==> config.mk <==
export PLATFORM = sky130hd
export DESIGN_NAME = nes_cart_loader
export DESIGN_NICKNAME = d
export VERILOG_FILES = /design/src/hdl/nes_loader_pkg.sv /design/src/hdl/cheat_code_assembler.sv /design/src/hdl/console_reset_ctrl.sv /design/src/hdl/ines_header_parser.sv /design/src/hdl/nes_cart_loader.sv /design/src/hdl/rom_loader_fsm.sv
export VERILOG_INCLUDE_DIRS = /design/src /design/src/hdl
export SDC_FILE = /design/constraint.sdc
export NUM_CORES = 1
export LEC_CHECK = 0
export ABC_AREA = 0
export BUFFER_PORTS_ARGS = -buffer_cell sky130_fd_sc_hd__buf_2
export CORE_ASPECT_RATIO = 0.6
export CORE_MARGIN = 1.5
export CORE_UTILIZATION = 40
export DETAILED_ROUTE_END_ITERATION = 6
export PLACE_DENSITY = 0.65
export SLEW_MARGIN = 5
export SYNTH_ARGS = -nofsm -noshare
export SYNTH_HDL_FRONTEND = slang
export SYNTH_HIERARCHICAL = 1
export SYNTH_SLANG_ARGS = --single-unit
==> constraint.sdc <==
create_clock -name clk -period 6 [get_ports clk]
set_clock_uncertainty 0.05 [all_clocks]
set_input_delay 0.9 -clock clk [delete_from_list [all_inputs] [get_ports clk]]
set_output_delay 0.9 -clock clk [all_outputs]
set_load 0.02 [all_outputs]
==> src/hdl/nes_loader_config.svh <==
/*
 * NES cartridge loader constants
 * Widths, iNES header magic, memory bases and reset timing
 */
`ifndef NES_LOADER_CONFIG_SVH
`define NES_LOADER_CONFIG_SVH

`define NES_ADDR_W          22     // Cartridge memory address bits
`define NES_DATA_W          8
`define NES_PRG_PAGE_SHIFT  14     // 16 KiB PRG pages
`define NES_CHR_PAGE_SHIFT  13     // 8 KiB CHR pages
`define NES_CHR_BASE        (22'd1 << (`NES_ADDR_W - 1))

// iNES header
`define NES_HEADER_BYTES    16
`define NES_MAGIC_0         8'h4E  // N
`define NES_MAGIC_1         8'h45  // E
`define NES_MAGIC_2         8'h53  // S
`define NES_MAGIC_3         8'h1A

`define NES_CHEAT_INDEX     8'hFF  // Download index of a cheat file
`define NES_DOWNLOAD_RESET_CYCLES 8'd255

`endif

==> src/hdl/nes_loader_pkg.sv <==
/*
 * NES loader shared types
 * Download bus, memory write, mapper flags, cheat code and loader states
 */
`default_nettype none
`include "nes_loader_config.svh"

package nes_loader_pkg;

	typedef struct packed {
		logic                   download;  // High for the whole file
		logic [7:0]             index;     // File type
		logic [24:0]            addr;
		logic                   wr;        // One strobe per byte
		logic [`NES_DATA_W-1:0] data;
	} download_bus_t;

	typedef struct packed {
		logic                   wr;
		logic [`NES_ADDR_W-1:0] addr;
		logic [`NES_DATA_W-1:0] data;
	} mem_write_t;

	// Same bit layout as the console core expects
	typedef struct packed {
		logic [5:0] pad;
		logic       has_saves;
		logic [7:0] submapper;
		logic       four_screen;
		logic       has_chr_ram;
		logic       mirroring;
		logic [2:0] chr_size;
		logic [2:0] prg_size;
		logic [7:0] mapper;
	} mapper_flags_t;

	typedef struct packed {
		logic [31:0] flags;
		logic [31:0] address;
		logic [31:0] compare;
		logic [31:0] replace;
	} cheat_code_t;

	typedef enum logic [2:0] {HEADER, PRG, CHR, ERROR, DONE} loader_state_e;

endpackage

`default_nettype wire

==> src/hdl/cheat_code_assembler.sv <==
/*
 * Cheat code assembler
 * Packs 16-byte cheat records into one 128-bit code with a valid strobe
 */
`timescale 1ns/1ps
`default_nettype none
`include "nes_loader_config.svh"

module cheat_code_assembler (
	input  wire                           clk,
	input  wire                           reset_nes,
	input  wire nes_loader_pkg::download_bus_t dl,
	output nes_loader_pkg::cheat_code_t   cheat_code,
	output logic                          cheat_valid
);
	logic       take;
	logic [1:0] word_sel;
	logic [4:0] lane_lsb;  // Bit offset of the byte in its word

	assign take     = dl.download && dl.index == `NES_CHEAT_INDEX && dl.wr;
	assign word_sel = dl.addr[3:2];
	assign lane_lsb = {dl.addr[1:0], 3'b000};

	// Each word filled least significant byte first
	always_ff @(posedge clk) begin
		if (take) begin
			case (word_sel)
			2'd0: cheat_code.flags[lane_lsb +: 8]   <= dl.data;
			2'd1: cheat_code.address[lane_lsb +: 8] <= dl.data;
			2'd2: cheat_code.compare[lane_lsb +: 8] <= dl.data;
			default: cheat_code.replace[lane_lsb +: 8] <= dl.data;
			endcase
		end
	end

	always_ff @(posedge clk) begin
		if (reset_nes)
			cheat_valid <= 1'b0;
		else
			cheat_valid <= take && dl.addr[3:0] == 4'hF;  // Last byte of the record
	end

	a_valid_single: assert property (@(posedge clk) disable iff (reset_nes)
		cheat_valid |=> !cheat_valid);

endmodule

`default_nettype wire

==> src/hdl/console_reset_ctrl.sv <==
/*
 * Console reset control
 * Holds the console in reset around downloads and on a failed load
 */
`timescale 1ns/1ps
`default_nettype none
`include "nes_loader_config.svh"

module console_reset_ctrl (
	input  wire  clk,
	input  wire  reset_nes,
	input  wire  rom_download,
	input  wire  loader_busy,
	input  wire  loader_fail,
	output logic console_reset
);
	logic       init_done;   // Set once the first file starts
	logic [7:0] reload_cnt;

	always_ff @(posedge clk) begin
		if (reset_nes) begin
			init_done  <= 1'b0;
			reload_cnt <= '0;
		end else begin
			if (rom_download)
				init_done <= 1'b1;
			if (rom_download)
				reload_cnt <= `NES_DOWNLOAD_RESET_CYCLES;
			else if (!loader_busy && reload_cnt != '0)
				reload_cnt <= reload_cnt - 1'b1;  // Holds while loading finishes
		end
	end

	assign console_reset = !init_done || rom_download || reload_cnt != '0 || loader_fail;

endmodule

`default_nettype wire

==> src/hdl/ines_header_parser.sv <==
/*
 * iNES header parser
 * Stores the 16 header bytes and decodes validity and mapper flags
 */
`timescale 1ns/1ps
`default_nettype none
`include "nes_loader_config.svh"

module ines_header_parser (
	input  wire                           clk,
	input  wire                           reset_nes,
	input  wire                           start,
	input  wire                           byte_wr,
	input  wire  [`NES_DATA_W-1:0]        byte_data,
	output logic                          header_done,
	output logic                          header_valid,
	output logic [`NES_DATA_W-1:0]        prg_pages,
	output logic [`NES_DATA_W-1:0]        chr_pages,
	output nes_loader_pkg::mapper_flags_t flags
);
	localparam int CNT_W = $clog2(`NES_HEADER_BYTES + 1);

	logic [CNT_W-1:0]       byte_cnt;
	logic [CNT_W-1:0]       wr_idx;
	logic                   take;
	logic [`NES_DATA_W-1:0] hdr [`NES_HEADER_BYTES];
	logic                   magic_ok;
	logic                   is_nes20;
	logic                   is_dirty;

	assign wr_idx = start ? '0 : byte_cnt;
	assign take   = byte_wr && (start || byte_cnt < CNT_W'(`NES_HEADER_BYTES));

	always_ff @(posedge clk) begin
		if (reset_nes)
			byte_cnt <= '0;
		else if (start)
			byte_cnt <= byte_wr ? CNT_W'(1) : '0;
		else if (take)
			byte_cnt <= byte_cnt + 1'b1;
	end

	always_ff @(posedge clk) begin
		if (take)
			hdr[wr_idx[CNT_W-2:0]] <= byte_data;
	end

	// Strobe with the last header byte
	assign header_done = byte_wr && !start && byte_cnt == CNT_W'(`NES_HEADER_BYTES - 1);

	////////////////////////////////////////
	// Decode

	// Magic and trainer bit are stored before the last byte arrives
	assign magic_ok = hdr[0] == `NES_MAGIC_0 && hdr[1] == `NES_MAGIC_1 &&
	                  hdr[2] == `NES_MAGIC_2 && hdr[3] == `NES_MAGIC_3;
	assign header_valid = magic_ok && !hdr[6][2];  // Trainers not supported

	assign prg_pages = hdr[4];
	assign chr_pages = hdr[5];
	assign is_nes20  = hdr[7][3:2] == 2'b10;

	// Junk in the tail of an old iNES 1.0 header
	always_comb begin
		is_dirty = |hdr[9][7:1];
		for (int i = 10; i < `NES_HEADER_BYTES; i++) begin
			is_dirty = is_dirty | (|hdr[i]);
		end
		is_dirty = is_dirty & ~is_nes20;
	end

	function automatic logic [2:0] size_code(input logic [7:0] pages);
		logic [2:0] code;
		code = 3'd7;
		for (int k = 6; k >= 0; k--) begin
			if ({1'b0, pages} <= (9'd1 << k))
				code = 3'(k);
		end
		return code;
	endfunction

	always_comb begin
		flags             = '0;
		flags.mapper      = {is_dirty ? 4'h0 : hdr[7][7:4], hdr[6][7:4]};
		flags.prg_size    = size_code(prg_pages);
		flags.chr_size    = size_code(chr_pages);
		flags.mirroring   = hdr[6][0];
		flags.has_chr_ram = chr_pages == '0;
		flags.four_screen = hdr[6][3];
		flags.submapper   = is_nes20 ? hdr[8] : 8'h00;
		flags.has_saves   = hdr[6][1];
	end

	// Header stays complete until the next download
	a_header_frozen: assert property (@(posedge clk) disable iff (reset_nes)
		(byte_cnt == CNT_W'(`NES_HEADER_BYTES) && !start) |=>
		byte_cnt == CNT_W'(`NES_HEADER_BYTES));

endmodule

`default_nettype wire

==> src/hdl/nes_cart_loader.sv <==
/*
 * NES cartridge download front end
 * Routes the download bus to the ROM loader, cheat assembler and reset control
 */
`timescale 1ns/1ps
`default_nettype none
`include "nes_loader_config.svh"

module nes_cart_loader (
	input  wire                           clk,
	input  wire                           reset_nes,
	input  wire nes_loader_pkg::download_bus_t dl,
	input  wire                           invert_mirroring,
	output nes_loader_pkg::mem_write_t    mem,
	output nes_loader_pkg::mapper_flags_t mapper_flags,
	output logic                          loader_done,
	output logic                          loader_fail,
	output logic                          console_reset,
	output nes_loader_pkg::cheat_code_t   cheat_code,
	output logic                          cheat_valid
);
	logic rom_download;  // Any file except cheats
	logic loader_busy;

	assign rom_download = dl.download && dl.index != `NES_CHEAT_INDEX;

	rom_loader_fsm u_loader (
		.clk              (clk),
		.reset_nes        (reset_nes),
		.dl               (dl),
		.rom_download     (rom_download),
		.invert_mirroring (invert_mirroring),
		.mem              (mem),
		.mapper_flags     (mapper_flags),
		.loader_busy      (loader_busy),
		.loader_done      (loader_done),
		.loader_fail      (loader_fail)
	);

	cheat_code_assembler u_cheat (
		.clk         (clk),
		.reset_nes   (reset_nes),
		.dl          (dl),
		.cheat_code  (cheat_code),
		.cheat_valid (cheat_valid)
	);

	console_reset_ctrl u_reset (
		.clk           (clk),
		.reset_nes     (reset_nes),
		.rom_download  (rom_download),
		.loader_busy   (loader_busy),
		.loader_fail   (loader_fail),
		.console_reset (console_reset)
	);

endmodule

`default_nettype wire

==> src/hdl/rom_loader_fsm.sv <==
/*
 * ROM loader
 * Walks header, PRG and CHR, writes cartridge memory and latches mapper flags
 */
`timescale 1ns/1ps
`default_nettype none
`include "nes_loader_config.svh"

module rom_loader_fsm (
	input  wire                           clk,
	input  wire                           reset_nes,
	input  wire nes_loader_pkg::download_bus_t dl,
	input  wire                           rom_download,
	input  wire                           invert_mirroring,
	output nes_loader_pkg::mem_write_t    mem,
	output nes_loader_pkg::mapper_flags_t mapper_flags,
	output logic                          loader_busy,
	output logic                          loader_done,
	output logic                          loader_fail
);
	nes_loader_pkg::loader_state_e state;
	nes_loader_pkg::mapper_flags_t hdr_flags;
	nes_loader_pkg::mapper_flags_t done_flags;

	logic                   rom_download_q;
	logic                   start;
	logic                   byte_wr;
	logic                   header_done;
	logic                   header_valid;
	logic [`NES_DATA_W-1:0] prg_pages;
	logic [`NES_DATA_W-1:0] chr_pages;
	logic [`NES_ADDR_W-1:0] prg_len;
	logic [`NES_ADDR_W-1:0] chr_len;
	logic [`NES_ADDR_W-1:0] bytes_left;
	logic [`NES_ADDR_W-1:0] addr_cnt;
	logic                   write_now;
	logic                   finish;
	logic                   mem_wr_q;
	logic [`NES_ADDR_W-1:0] mem_addr_q;
	logic [`NES_DATA_W-1:0] mem_data_q;

	assign start   = rom_download && !rom_download_q;  // New file restarts everything
	assign byte_wr = rom_download && dl.wr;

	ines_header_parser u_header (
		.clk          (clk),
		.reset_nes    (reset_nes),
		.start        (start),
		.byte_wr      (byte_wr),
		.byte_data    (dl.data),
		.header_done  (header_done),
		.header_valid (header_valid),
		.prg_pages    (prg_pages),
		.chr_pages    (chr_pages),
		.flags        (hdr_flags)
	);

	assign prg_len = `NES_ADDR_W'(prg_pages) << `NES_PRG_PAGE_SHIFT;
	assign chr_len = `NES_ADDR_W'(chr_pages) << `NES_CHR_PAGE_SHIFT;

	assign write_now = byte_wr && !start && (state == nes_loader_pkg::PRG ||
	                   (state == nes_loader_pkg::CHR && bytes_left != '0));
	assign finish    = !start && state == nes_loader_pkg::CHR && bytes_left == '0;

	always_ff @(posedge clk) begin
		if (reset_nes) begin
			state          <= nes_loader_pkg::HEADER;
			rom_download_q <= 1'b0;
			bytes_left     <= '0;
			addr_cnt       <= '0;
			loader_busy    <= 1'b0;
			loader_done    <= 1'b0;
			loader_fail    <= 1'b0;
		end else begin
			rom_download_q <= rom_download;
			if (start) begin
				state       <= nes_loader_pkg::HEADER;
				loader_busy <= 1'b0;
				loader_done <= 1'b0;
				loader_fail <= 1'b0;
			end else begin
				case (state)
				nes_loader_pkg::HEADER:
					if (header_done) begin
						if (!header_valid) begin
							state       <= nes_loader_pkg::ERROR;
							loader_fail <= 1'b1;
							loader_done <= 1'b1;
						end else if (prg_pages != '0) begin
							state       <= nes_loader_pkg::PRG;
							loader_busy <= 1'b1;
							bytes_left  <= prg_len;
							addr_cnt    <= '0;
						end else begin
							state       <= nes_loader_pkg::CHR;  // No PRG at all
							loader_busy <= 1'b1;
							bytes_left  <= chr_len;
							addr_cnt    <= `NES_CHR_BASE;
						end
					end
				nes_loader_pkg::PRG:
					if (byte_wr) begin
						addr_cnt   <= addr_cnt + 1'b1;
						bytes_left <= bytes_left - 1'b1;
						if (bytes_left == `NES_ADDR_W'(1)) begin
							state      <= nes_loader_pkg::CHR;
							bytes_left <= chr_len;
							addr_cnt   <= `NES_CHR_BASE;
						end
					end
				nes_loader_pkg::CHR:
					if (bytes_left == '0) begin
						state       <= nes_loader_pkg::DONE;
						loader_busy <= 1'b0;
						loader_done <= 1'b1;
					end else if (byte_wr) begin
						addr_cnt   <= addr_cnt + 1'b1;
						bytes_left <= bytes_left - 1'b1;
					end
				default: ;  // ERROR and DONE wait for the next file
				endcase
			end
		end
	end

	// Write port, one cycle behind the byte
	always_ff @(posedge clk) begin
		if (reset_nes)
			mem_wr_q <= 1'b0;
		else
			mem_wr_q <= write_now;
	end

	always_ff @(posedge clk) begin
		if (write_now) begin
			mem_addr_q <= addr_cnt;
			mem_data_q <= dl.data;
		end
	end

	always_comb begin
		mem.wr   = mem_wr_q;
		mem.addr = mem_addr_q;
		mem.data = mem_data_q;
	end

	always_comb begin
		done_flags           = hdr_flags;
		done_flags.mirroring = hdr_flags.mirroring ^ invert_mirroring;
	end

	always_ff @(posedge clk) begin
		if (finish)
			mapper_flags <= done_flags;
	end

	a_no_write_in_header: assert property (@(posedge clk) disable iff (reset_nes)
		(state == nes_loader_pkg::HEADER || state == nes_loader_pkg::ERROR) |=> !mem.wr);
	a_done_not_busy: assert property (@(posedge clk) disable iff (reset_nes)
		!(loader_done && loader_busy));

endmodule

`default_nettype wire

==> results of run 1 <==
-- metal layers --
layer | vias to the layer above | track usage (%) | wire, µm
li1 | 4171 | - | -
met1 | 4411 | 26.7 | 16000
met2 | 270 | 24.3 | 13700
met3 | 55 | 3.42 | 2000
met4 | 0 | 5.12 | 679
met5 | - | 0 | 0
-- worst max-delay path: stages --
cell	delay [ns]
buf_2	0.11
nand4_1	0.09
o21a_1	0.47
nand2_1	0.20
inv_1	0.22
nand2_1	0.08
nor2_1	0.21
nand4bb_1	0.13
a311oi_1	0.67
o41a_1	0.85
nand2_1	0.28
or3_1	0.38
a21oi_1	0.14
-- power breakdown --
group | internal [µW] | switching, µW | total, µW
Clock | 1200 | 965 | 2170
Sequential | 2860 | 8.85 | 2870
Combinational | 30.9 | 81.9 | 113
Total | 4100 | 1060 | 5160
-- cells in the final DEF, fill, tap and decap left out, drive strengths merged, types with 5 or more instances in the layout --
| master | instances |
|---|---|
| a211oi | 6 |
| a21oi | 43 |
| a31oi | 5 |
| and2 | 51 |
| and3 | 5 |
| and4 | 5 |
| buf | 232 |
| clkbuf | 42 |
| clkinv | 18 |
| conb | 6 |
| dfxtp | 67 |
| edfxtp | 315 |
| ha | 11 |
| inv | 24 |
| nand2 | 38 |
| nand2b | 6 |
| nand3 | 20 |
| nand3b | 11 |
| nand4 | 18 |
| nand4b | 6 |
| nor2 | 89 |
| nor2b | 11 |
| nor3 | 35 |
| nor4 | 47 |
| o21ai | 25 |
| o2bb2ai | 5 |
| or3b | 5 |
| or4 | 8 |
| xnor2 | 12 |
| xor2 | 20 |
-- logic make-up after synthesis --
kind of cell / synth area share (%)
AOI/OAI and AO/OA: 5.32
muxes: 0.139
buffers and inverters: 2.09
adders and majority gates: 0.953
DFF: 74.8
xor gates and xnor gates: 1.94
and+or+nand+nor: 14.7
other: 0.0260
-- stage by stage --
stage	hold WS, ns	util, %	instance area [µm²]	setup slack [ns]
after floorplan	0.376	-	14500	1.96
after global placement	0.351	45.6	16100	1.27
after detailed placement	0.355	45.6	16100	1.18
after CTS	0.369	48.8	17200	1.72
after global routing	0.374	48.8	17200	1.34
final	0.368	48.8	17200	1.63
-- cell type report --
type	count	area (µm²)	area share, %
timing repair buffer	232	1190	6.94
clock inverter	23	154	0.895
multi-input combinational	537	3420	19.9
tap	467	584	3.40
clock buffer	42	966	5.62
inverter	23	86.3	0.502
sequential	382	10800	62.8
-- state kept, by name, summed over array words and instances, names as in the netlist --
register,flops
u_loader/bytes_left,22
u_loader/mem_wr_q,1
u_loader/mem_addr_q,22
u_loader/mem_data_q,8
u_loader/u_header/byte_cnt,5
u_reset/init_done,1
u_loader/mapper_flags,32
u_loader/rom_download_q,1
u_loader/state,3
u_loader/addr_cnt,22
u_loader/loader_busy,1
u_loader/u_header/hdr,125
u_loader/loader_fail,1
u_cheat/cheat_code,128
u_loader/loader_done,1
u_reset/reload_cnt,8
u_cheat/cheat_valid,1
-- worst max-delay path by stage --
stage	endpoint	cells after the start
6_report	u_loader/addr_cnt[13]	13
5_1_grt	u_loader/addr_cnt[13]	13
4_1_cts	u_loader/addr_cnt[13]	13
3_5_place_dp	u_loader/addr_cnt[15]	13
3_3_place_gp	u_loader/addr_cnt[13]	13
2_1_floorplan	u_loader/mem_addr_q[0]	4
==> results by group, run 1 <==
Run status
  • Run status: finished with violations
  • Failing checks: design-rule violations

Routing
  • Drt total wl: approximately 32000 µm
  • ANT nets after route: 0
  • DR vias: about 9000
  • Vias per std cell: ~5.2
  • DRC: 10
  • First-pass DRT Iterations: 7
  • Per-cell routed wire length: between 15 and 20 µm
  • Number of DRC markers in iteration 0: 760

Final layout
  • Fill count: approximately 3100
  • N_diodes: 0
  • Non-Filler Instances: roughly 1700
  • Syn-to-layout area delta: 19.1%
  • Total Nets Final: 1269
  • Share of cells above drive strength 1: about a quarter

Worst setup path
  • Crit path from: dl[36]
  • Crit start category: input pin
  • Worst Setup End Kind: register
  • Worst reg2reg path endpoint: u_loader/addr_cnt[13]
  • Critical path type: in -> reg
  • Cells on worst reg2reg path: 9
  • RR Startpoint: u_loader/u_header/hdr[0][0]
  • Worst Path Required: approximately 6.4 ns
  • Arrival time worst endpoint: 4.75 ns
  • Crit path max fanout: 22
  • Flop-to-flop setup slack: ~2.0 ns

Power and ir drop
  • Power density cells: ~300 nW/µm²
  • Total power: around 5200 µW
  • Max rail drop VDD: ~190 µV
  • Pleak: ~0.0055 µW

Synth
  • Post-synth EDFFs: between 300 and 400
  • Most frequent cells after synthesis: 315 x edfxtp_1, 89 x nor2_1, 67 x dfxtp_1, 45 x nor4_1, 43 x and2_1
  • Count of different cell masters after synthesis: 71
  • Post-synthesis async set-or-reset flop share: 0%
  • Synth top area cells: edfxtp_1 66%, dfxtp_1 9.3%, nor2_1 2.3%, nor4_1 2.0%, and2_1 1.9%
  • Post-Synthesis Cells: between 900 and 1000
  • Yosys top cell by area: edfxtp_1
  • Cell Area, Synth: around 14000 µm²
  • FF+latch count, synth: around 380
  • Mean Syn Cell Area: between 10 and 15 µm²
  • Synth Flop Type: edfxtp_1
  • Yosys warning total: 6
  • Sequential-to-total area share from yosys stat: approximately three quarters
  • Most frequent cell after synthesis: edfxtp_1
  • Top-area cell type share of the netlist area: 65.5%

Clock tree
  • Sink Count: ~380
  • TritonCTS clock tree: done
  • CTS buffer count: 36
  • Hold-fix buffers at CTS: 0
  • Bufs on Longest Clock Path: 3
  • Post-CTS sizing: 0
  • Clock Tree Root: clkbuf_16
  • Depth of the CTS H-tree: 2
  • Worst-path clk slew: 0.06 ns
  • Setup repair bufs after CTS: 0
  • Latest clock arrival within the worst-skew pair: ~0.52 ns

STA
  • Fmax: approximately 230 MHz
  • Relative slew slack: approximately 15%
  • Final setup vio count: 0
  • Hold Violations, Final: 0
  • RSZ-0062 raised after global routing: no
  • Slew @ Worst Pin: ~1.3 ns
  • Fin crit period: approximately 4.4 ns
  • Max Transition Viols Final: 0
  • Sum Neg Setup Slack: 0 ns
  • Period Utilization, post-route: between 70% and 80%

Worst hold path
  • Worst hold path class: reg -> reg
  • HP Start: u_loader/u_header/hdr[6][1]
  • Hold path endpoint: u_loader/mapper_flags[25]
  • Hold Path Stages: 0

Place
  • Placed Cells: about 1600
  • RePlAce Congestion: approximately 0.8
  • Post-DP HPWL: approximately 22000 µm
  • PortBufs: around 220

GRT
  • Global-route wire length before repair: between 40000 and 50000 µm
  • Vias in the first global route: between 8000 and 9000
  • Initial antenna violation count: 0
  • Overall fraction of global-route tracks in use: 17.2%
  • Pin count of the biggest net entering global routing: 33
  • Gr ovfl total: 0

Floorplan
  • Total Die Area: 37300 µm²
  • Die H: roughly 150 µm
  • Area of the core: between 30000 and 40000 µm²
  • Number of cell rows: 53
  • I/O pin count: around 240
  • Width of the die: approximately 250 µm
  • Effective utilization at floorplan: 40.9%

Run
  • Max-cap violation count: 0
No activity file was read; power rests on OpenSTA's default activity.
==> run 2: changes to the inputs <==
--- a/config.mk
+++ b/config.mk
@@ -6,7 +6,7 @@
 export SDC_FILE = /design/constraint.sdc
 export NUM_CORES = 1
 export LEC_CHECK = 0
-export ABC_AREA = 0
+export ABC_AREA = 1
 export BUFFER_PORTS_ARGS = -buffer_cell sky130_fd_sc_hd__buf_2
 export CORE_ASPECT_RATIO = 0.6
 export CORE_MARGIN = 1.5
==> constraint.sdc (replaced) <==
create_clock -name clk -period 4.2 [get_ports clk]
set_clock_uncertainty 0.05 [all_clocks]
set_input_delay 0.63 -clock clk [delete_from_list [all_inputs] [get_ports clk]]
set_output_delay 0.63 -clock clk [all_outputs]
set_load 0.02 [all_outputs]
==> results by group, run 2 <==
Run status
  • Run status: complete, no violations

Final layout
  • Fill count: 3408 (+11%)
  • Total Nets Final: 1690 (+33%)
  • Commonest non-fill, non-tap cells in the layout: 315 x edfxtp_1, 269 x nand2_1, 248 x nor2_1, 219 x buf_2, 130 x inv_1
  • Share of cells above drive strength 1: 22.1% (-4.6 points)
  • Area taken by flip-flops and latches: 10800 µm² (unchanged)
  • N_diodes: 0 (unchanged)
  • Commonest non-fill, non-tap cell in the layout: edfxtp_1
  • Final Instance Area: 18400 µm² (+7.1%)
  • Multi-input gate area: 4100 µm² (+20%)
  • Syn-to-layout area delta: 17.5%
  • Largest register FFs: 128 (unchanged)

STA
  • Hold Violations, Final: 0 (unchanged)
  • Period Utilization, post-route: between 70% and 80%
  • Slew @ Worst Pin: 0.952 ns (-0.311 ns)
  • Fmax: 335 MHz
  • Final setup vio count: 0 (unchanged)
  • Fin crit period: about 3 ns
  • Relative slew slack: 36.3% (+21 points)
  • RSZ-0062 raised after global routing: no
  • Max Transition Viols Final: 0 (unchanged)
  • Sum Neg Setup Slack: 0 ns (unchanged)
  • Hold slack final: 0.367 ns (-0.000668 ns)

Clock tree
  • Worst-path clk slew: 0.06 ns (about the same)
  • Bufs on Longest Clock Path: 3 (unchanged)
  • Setup repair bufs after CTS: 0 (unchanged)
  • Latest clock arrival within the worst-skew pair: 0.54 ns (+0.02 ns)
  • CTS buffer count: 37 (+2.8%)
  • Clock Tree Root: clkbuf_16
  • Post-CTS sizing: 0 (unchanged)
  • Depth of the CTS H-tree: 2 (unchanged)
  • TritonCTS clock tree: done
  • Sink Count: 382 (unchanged)
  • Hold-fix buffers at CTS: 0 (unchanged)

Synth
  • FF+latch count, synth: 382 (unchanged)
  • Synth Flop Type: edfxtp_1
  • Most frequent cell after synthesis: edfxtp_1
  • Sequential-to-total area share from yosys stat: 68.9% (-5.9 points)
  • Top-area cell type share of the netlist area: 60.3% (-5.2 points)
  • Cell Area, Synth: 15700 µm² (+8.6%)
  • Post-synth EDFFs: 315 (unchanged)
  • Post-Synthesis Cells: 1400 (+44%)
  • Synth top area cells: edfxtp_1 60%, dfxtp_1 8.6%, nand2_1 6.4%, nor2_1 6.0%, inv_1 3.1%
  • Yosys top cell by area: edfxtp_1
  • Most frequent cells after synthesis: 315 x edfxtp_1, 269 x nand2_1, 250 x nor2_1, 130 x inv_1, 78 x nand3_1
  • Post-synthesis async set-or-reset flop share: 0% (unchanged)
  • Yosys warning total: 6 (unchanged)
  • Mean Syn Cell Area: 11.2 µm² (-25%)
  • Count of different cell masters after synthesis: 47 (-34%)

Routing
  • ANT nets after route: 0 (unchanged)
  • Vias per std cell: 5.02 (-3.9%)
  • Number of DRC markers in iteration 0: 1274 (+68%)
  • Per-cell routed wire length: 17.7 µm (-6.8%)
  • First-pass DRT Iterations: 6 (-1)
  • Drt total wl: 38400 µm (+19%)
  • DRC: 0 (-10)
  • DR vias: 10901 (+22%)

Worst setup path
  • RR Startpoint: u_loader/u_header/byte_cnt[1]
  • Crit path max fanout: 34 (+55%)
  • Worst reg2reg path endpoint: u_loader/bytes_left[7]
  • Flop-to-flop setup slack: 1.37 ns (-0.62 ns)
  • Crit path from: dl[40]
  • Critical path type: in -> reg
  • Cells on worst reg2reg path: 14 (+5)
  • Worst Path Required: 4.57 ns (-1.81 ns)
  • Arrival time worst endpoint: 3.35 ns (-1.40 ns)
  • Crit start category: input pin
  • Worst Setup End Kind: register

Power and ir drop
  • Sequential share of power: 46.0% (-9.7 points)
  • Psw: 2720 µW (+160%)
  • Pint: 6650 µW (+62%)
  • Net Sw Frac: 29.1% (+8.6 points)
  • Max rail drop VDD: 269 µV (+44%)
  • Comb power frac: 19.0% (+17 points)
  • Power density cells: 508 nW/µm² (+70%)
  • Clock Power Share: 35.0% (-7.1 points)
  • Pleak: 0.00660 µW (+20%)

GRT
  • Gr ovfl total: 0 (unchanged)
  • Initial antenna violation count: 0 (unchanged)
  • Pin count of the biggest net entering global routing: 39 (+18%)
  • Overall fraction of global-route tracks in use: 18.7% (+1.4 points)
  • Vias in the first global route: 10008 (+17%)
  • Global-route wire length before repair: 58000 µm (+17%)

Worst hold path
  • HP Start: u_loader/u_header/hdr[6][4]
  • Hold Path Stages: 0 (unchanged)
  • Worst hold path class: reg -> reg
  • Hold path endpoint: u_loader/mapper_flags[0]

Place
  • Cell Area, Placed: 17200 µm² (+7.3%)
  • PortBufs: 219 (unchanged)
  • Post-DP HPWL: 26500 µm (+21%)
  • RePlAce Congestion: 0.872 (+9.4%)

Run
  • Max-cap violation count: 0 (unchanged)

Floorplan
  • Total Die Area: 40400 µm² (+8.5%)
  • Number of cell rows: 55 (+3.8%)
  • I/O pin count: 241 (unchanged)
  • Die H: 156 µm (+4.1%)
  • Width of the die: 259 µm (+4.2%)
  • Effective utilization at floorplan: 41.1% (+0.21 points)
  • Area of the core: 38100 µm² (+8.1%)
run 2: cell count changes after synthesis, sizes merged, moves of 15 or more:
cell	change
nor3	-17
xor2	-15
nor2	+182
nand3	+69
and2	-50
o21ai	+21
inv	+118
nor4	-42
nand2	+250
run 2: critical path, cell delays in order:
cell	delay (ns)
buf_2	0.10
nand2_1	0.06
nor2_1	0.04
a21oi_1	0.41
nand2_1	0.19
inv_1	0.25
nand2_1	0.09
nor2_1	0.20
inv_1	0.09
nand2_1	0.10
nand3b_1	0.09
nor2_2	0.53
buf_12	0.27
nand2_1	0.11
nor2_1	0.12
nor2_1	0.05
run 2: cell type report:
cell class              instances  share of cell area, %
flip-flops and latches        382                   58.6
multi-input cells             842                   22.2
repair buffers                227                   6.34
clock buffers                  49                   5.38
well taps                     513                   3.48
inverters                     143                   2.93
clock inverters                16                   1.01
run 2: worst max-delay path by stage:
stage	depth (start not counted)	end	slack [ns]
final	16	u_loader/bytes_left[7]	1.22
after global routing	17	u_loader/bytes_left[7]	1.03
after CTS	11	u_loader/u_header/hdr[8][0]	1.31
after detailed placement	16	u_loader/bytes_left[7]	0.76
after global placement	17	u_loader/bytes_left[7]	0.80
after floorplan	5	u_loader/mem_addr_q[0]	0.11
run 2: metal layers:
layer | global-route usage, % | share of wire, % | up-vias
met4 | 5.85 | 2.2 | 0
li1 | - | - | 5163
met2 | 25.4 | 41 | 460
met3 | 4.02 | 8.3 | 65
met1 | 29.2 | 49 | 5213
met5 | 0 | 0 | -
run 2: power by group through the flow:
stage               logic (µW)  registers, µW  clock network [µW]
CTS                       1760           4300                3360
global placement          1720           4380                   0
global route              1990           4320                3500
finish                    1780           4310                3280
floorplan                 1280           4440                   0
detailed placement        1750           4390                   0
run 2: kinds of logic after synthesis:
logic type,share of synthesized area (%)
AND/OR/NAND/NOR,20.5
flip-flops,68.9
buffers and inverters,5.20
AO/OA/AOI/OAI,4.29
adder cells (fa/ha/maj),0.878
XOR/XNOR,0.279
other,0.0239
run 2: per-stage QoR:
step	total power (µW)	util (%)	std cells	setup slack [ns]
2_1_floorplan	5710	-	1405	0.110
3_3_place_gp	6100	45.2	2107	0.803
3_5_place_dp	6130	45.2	2107	0.758
4_1_cts	9420	48.3	2172	1.31
5_1_grt	9810	48.3	2172	1.03
6_report	9370	48.3	2172	1.22
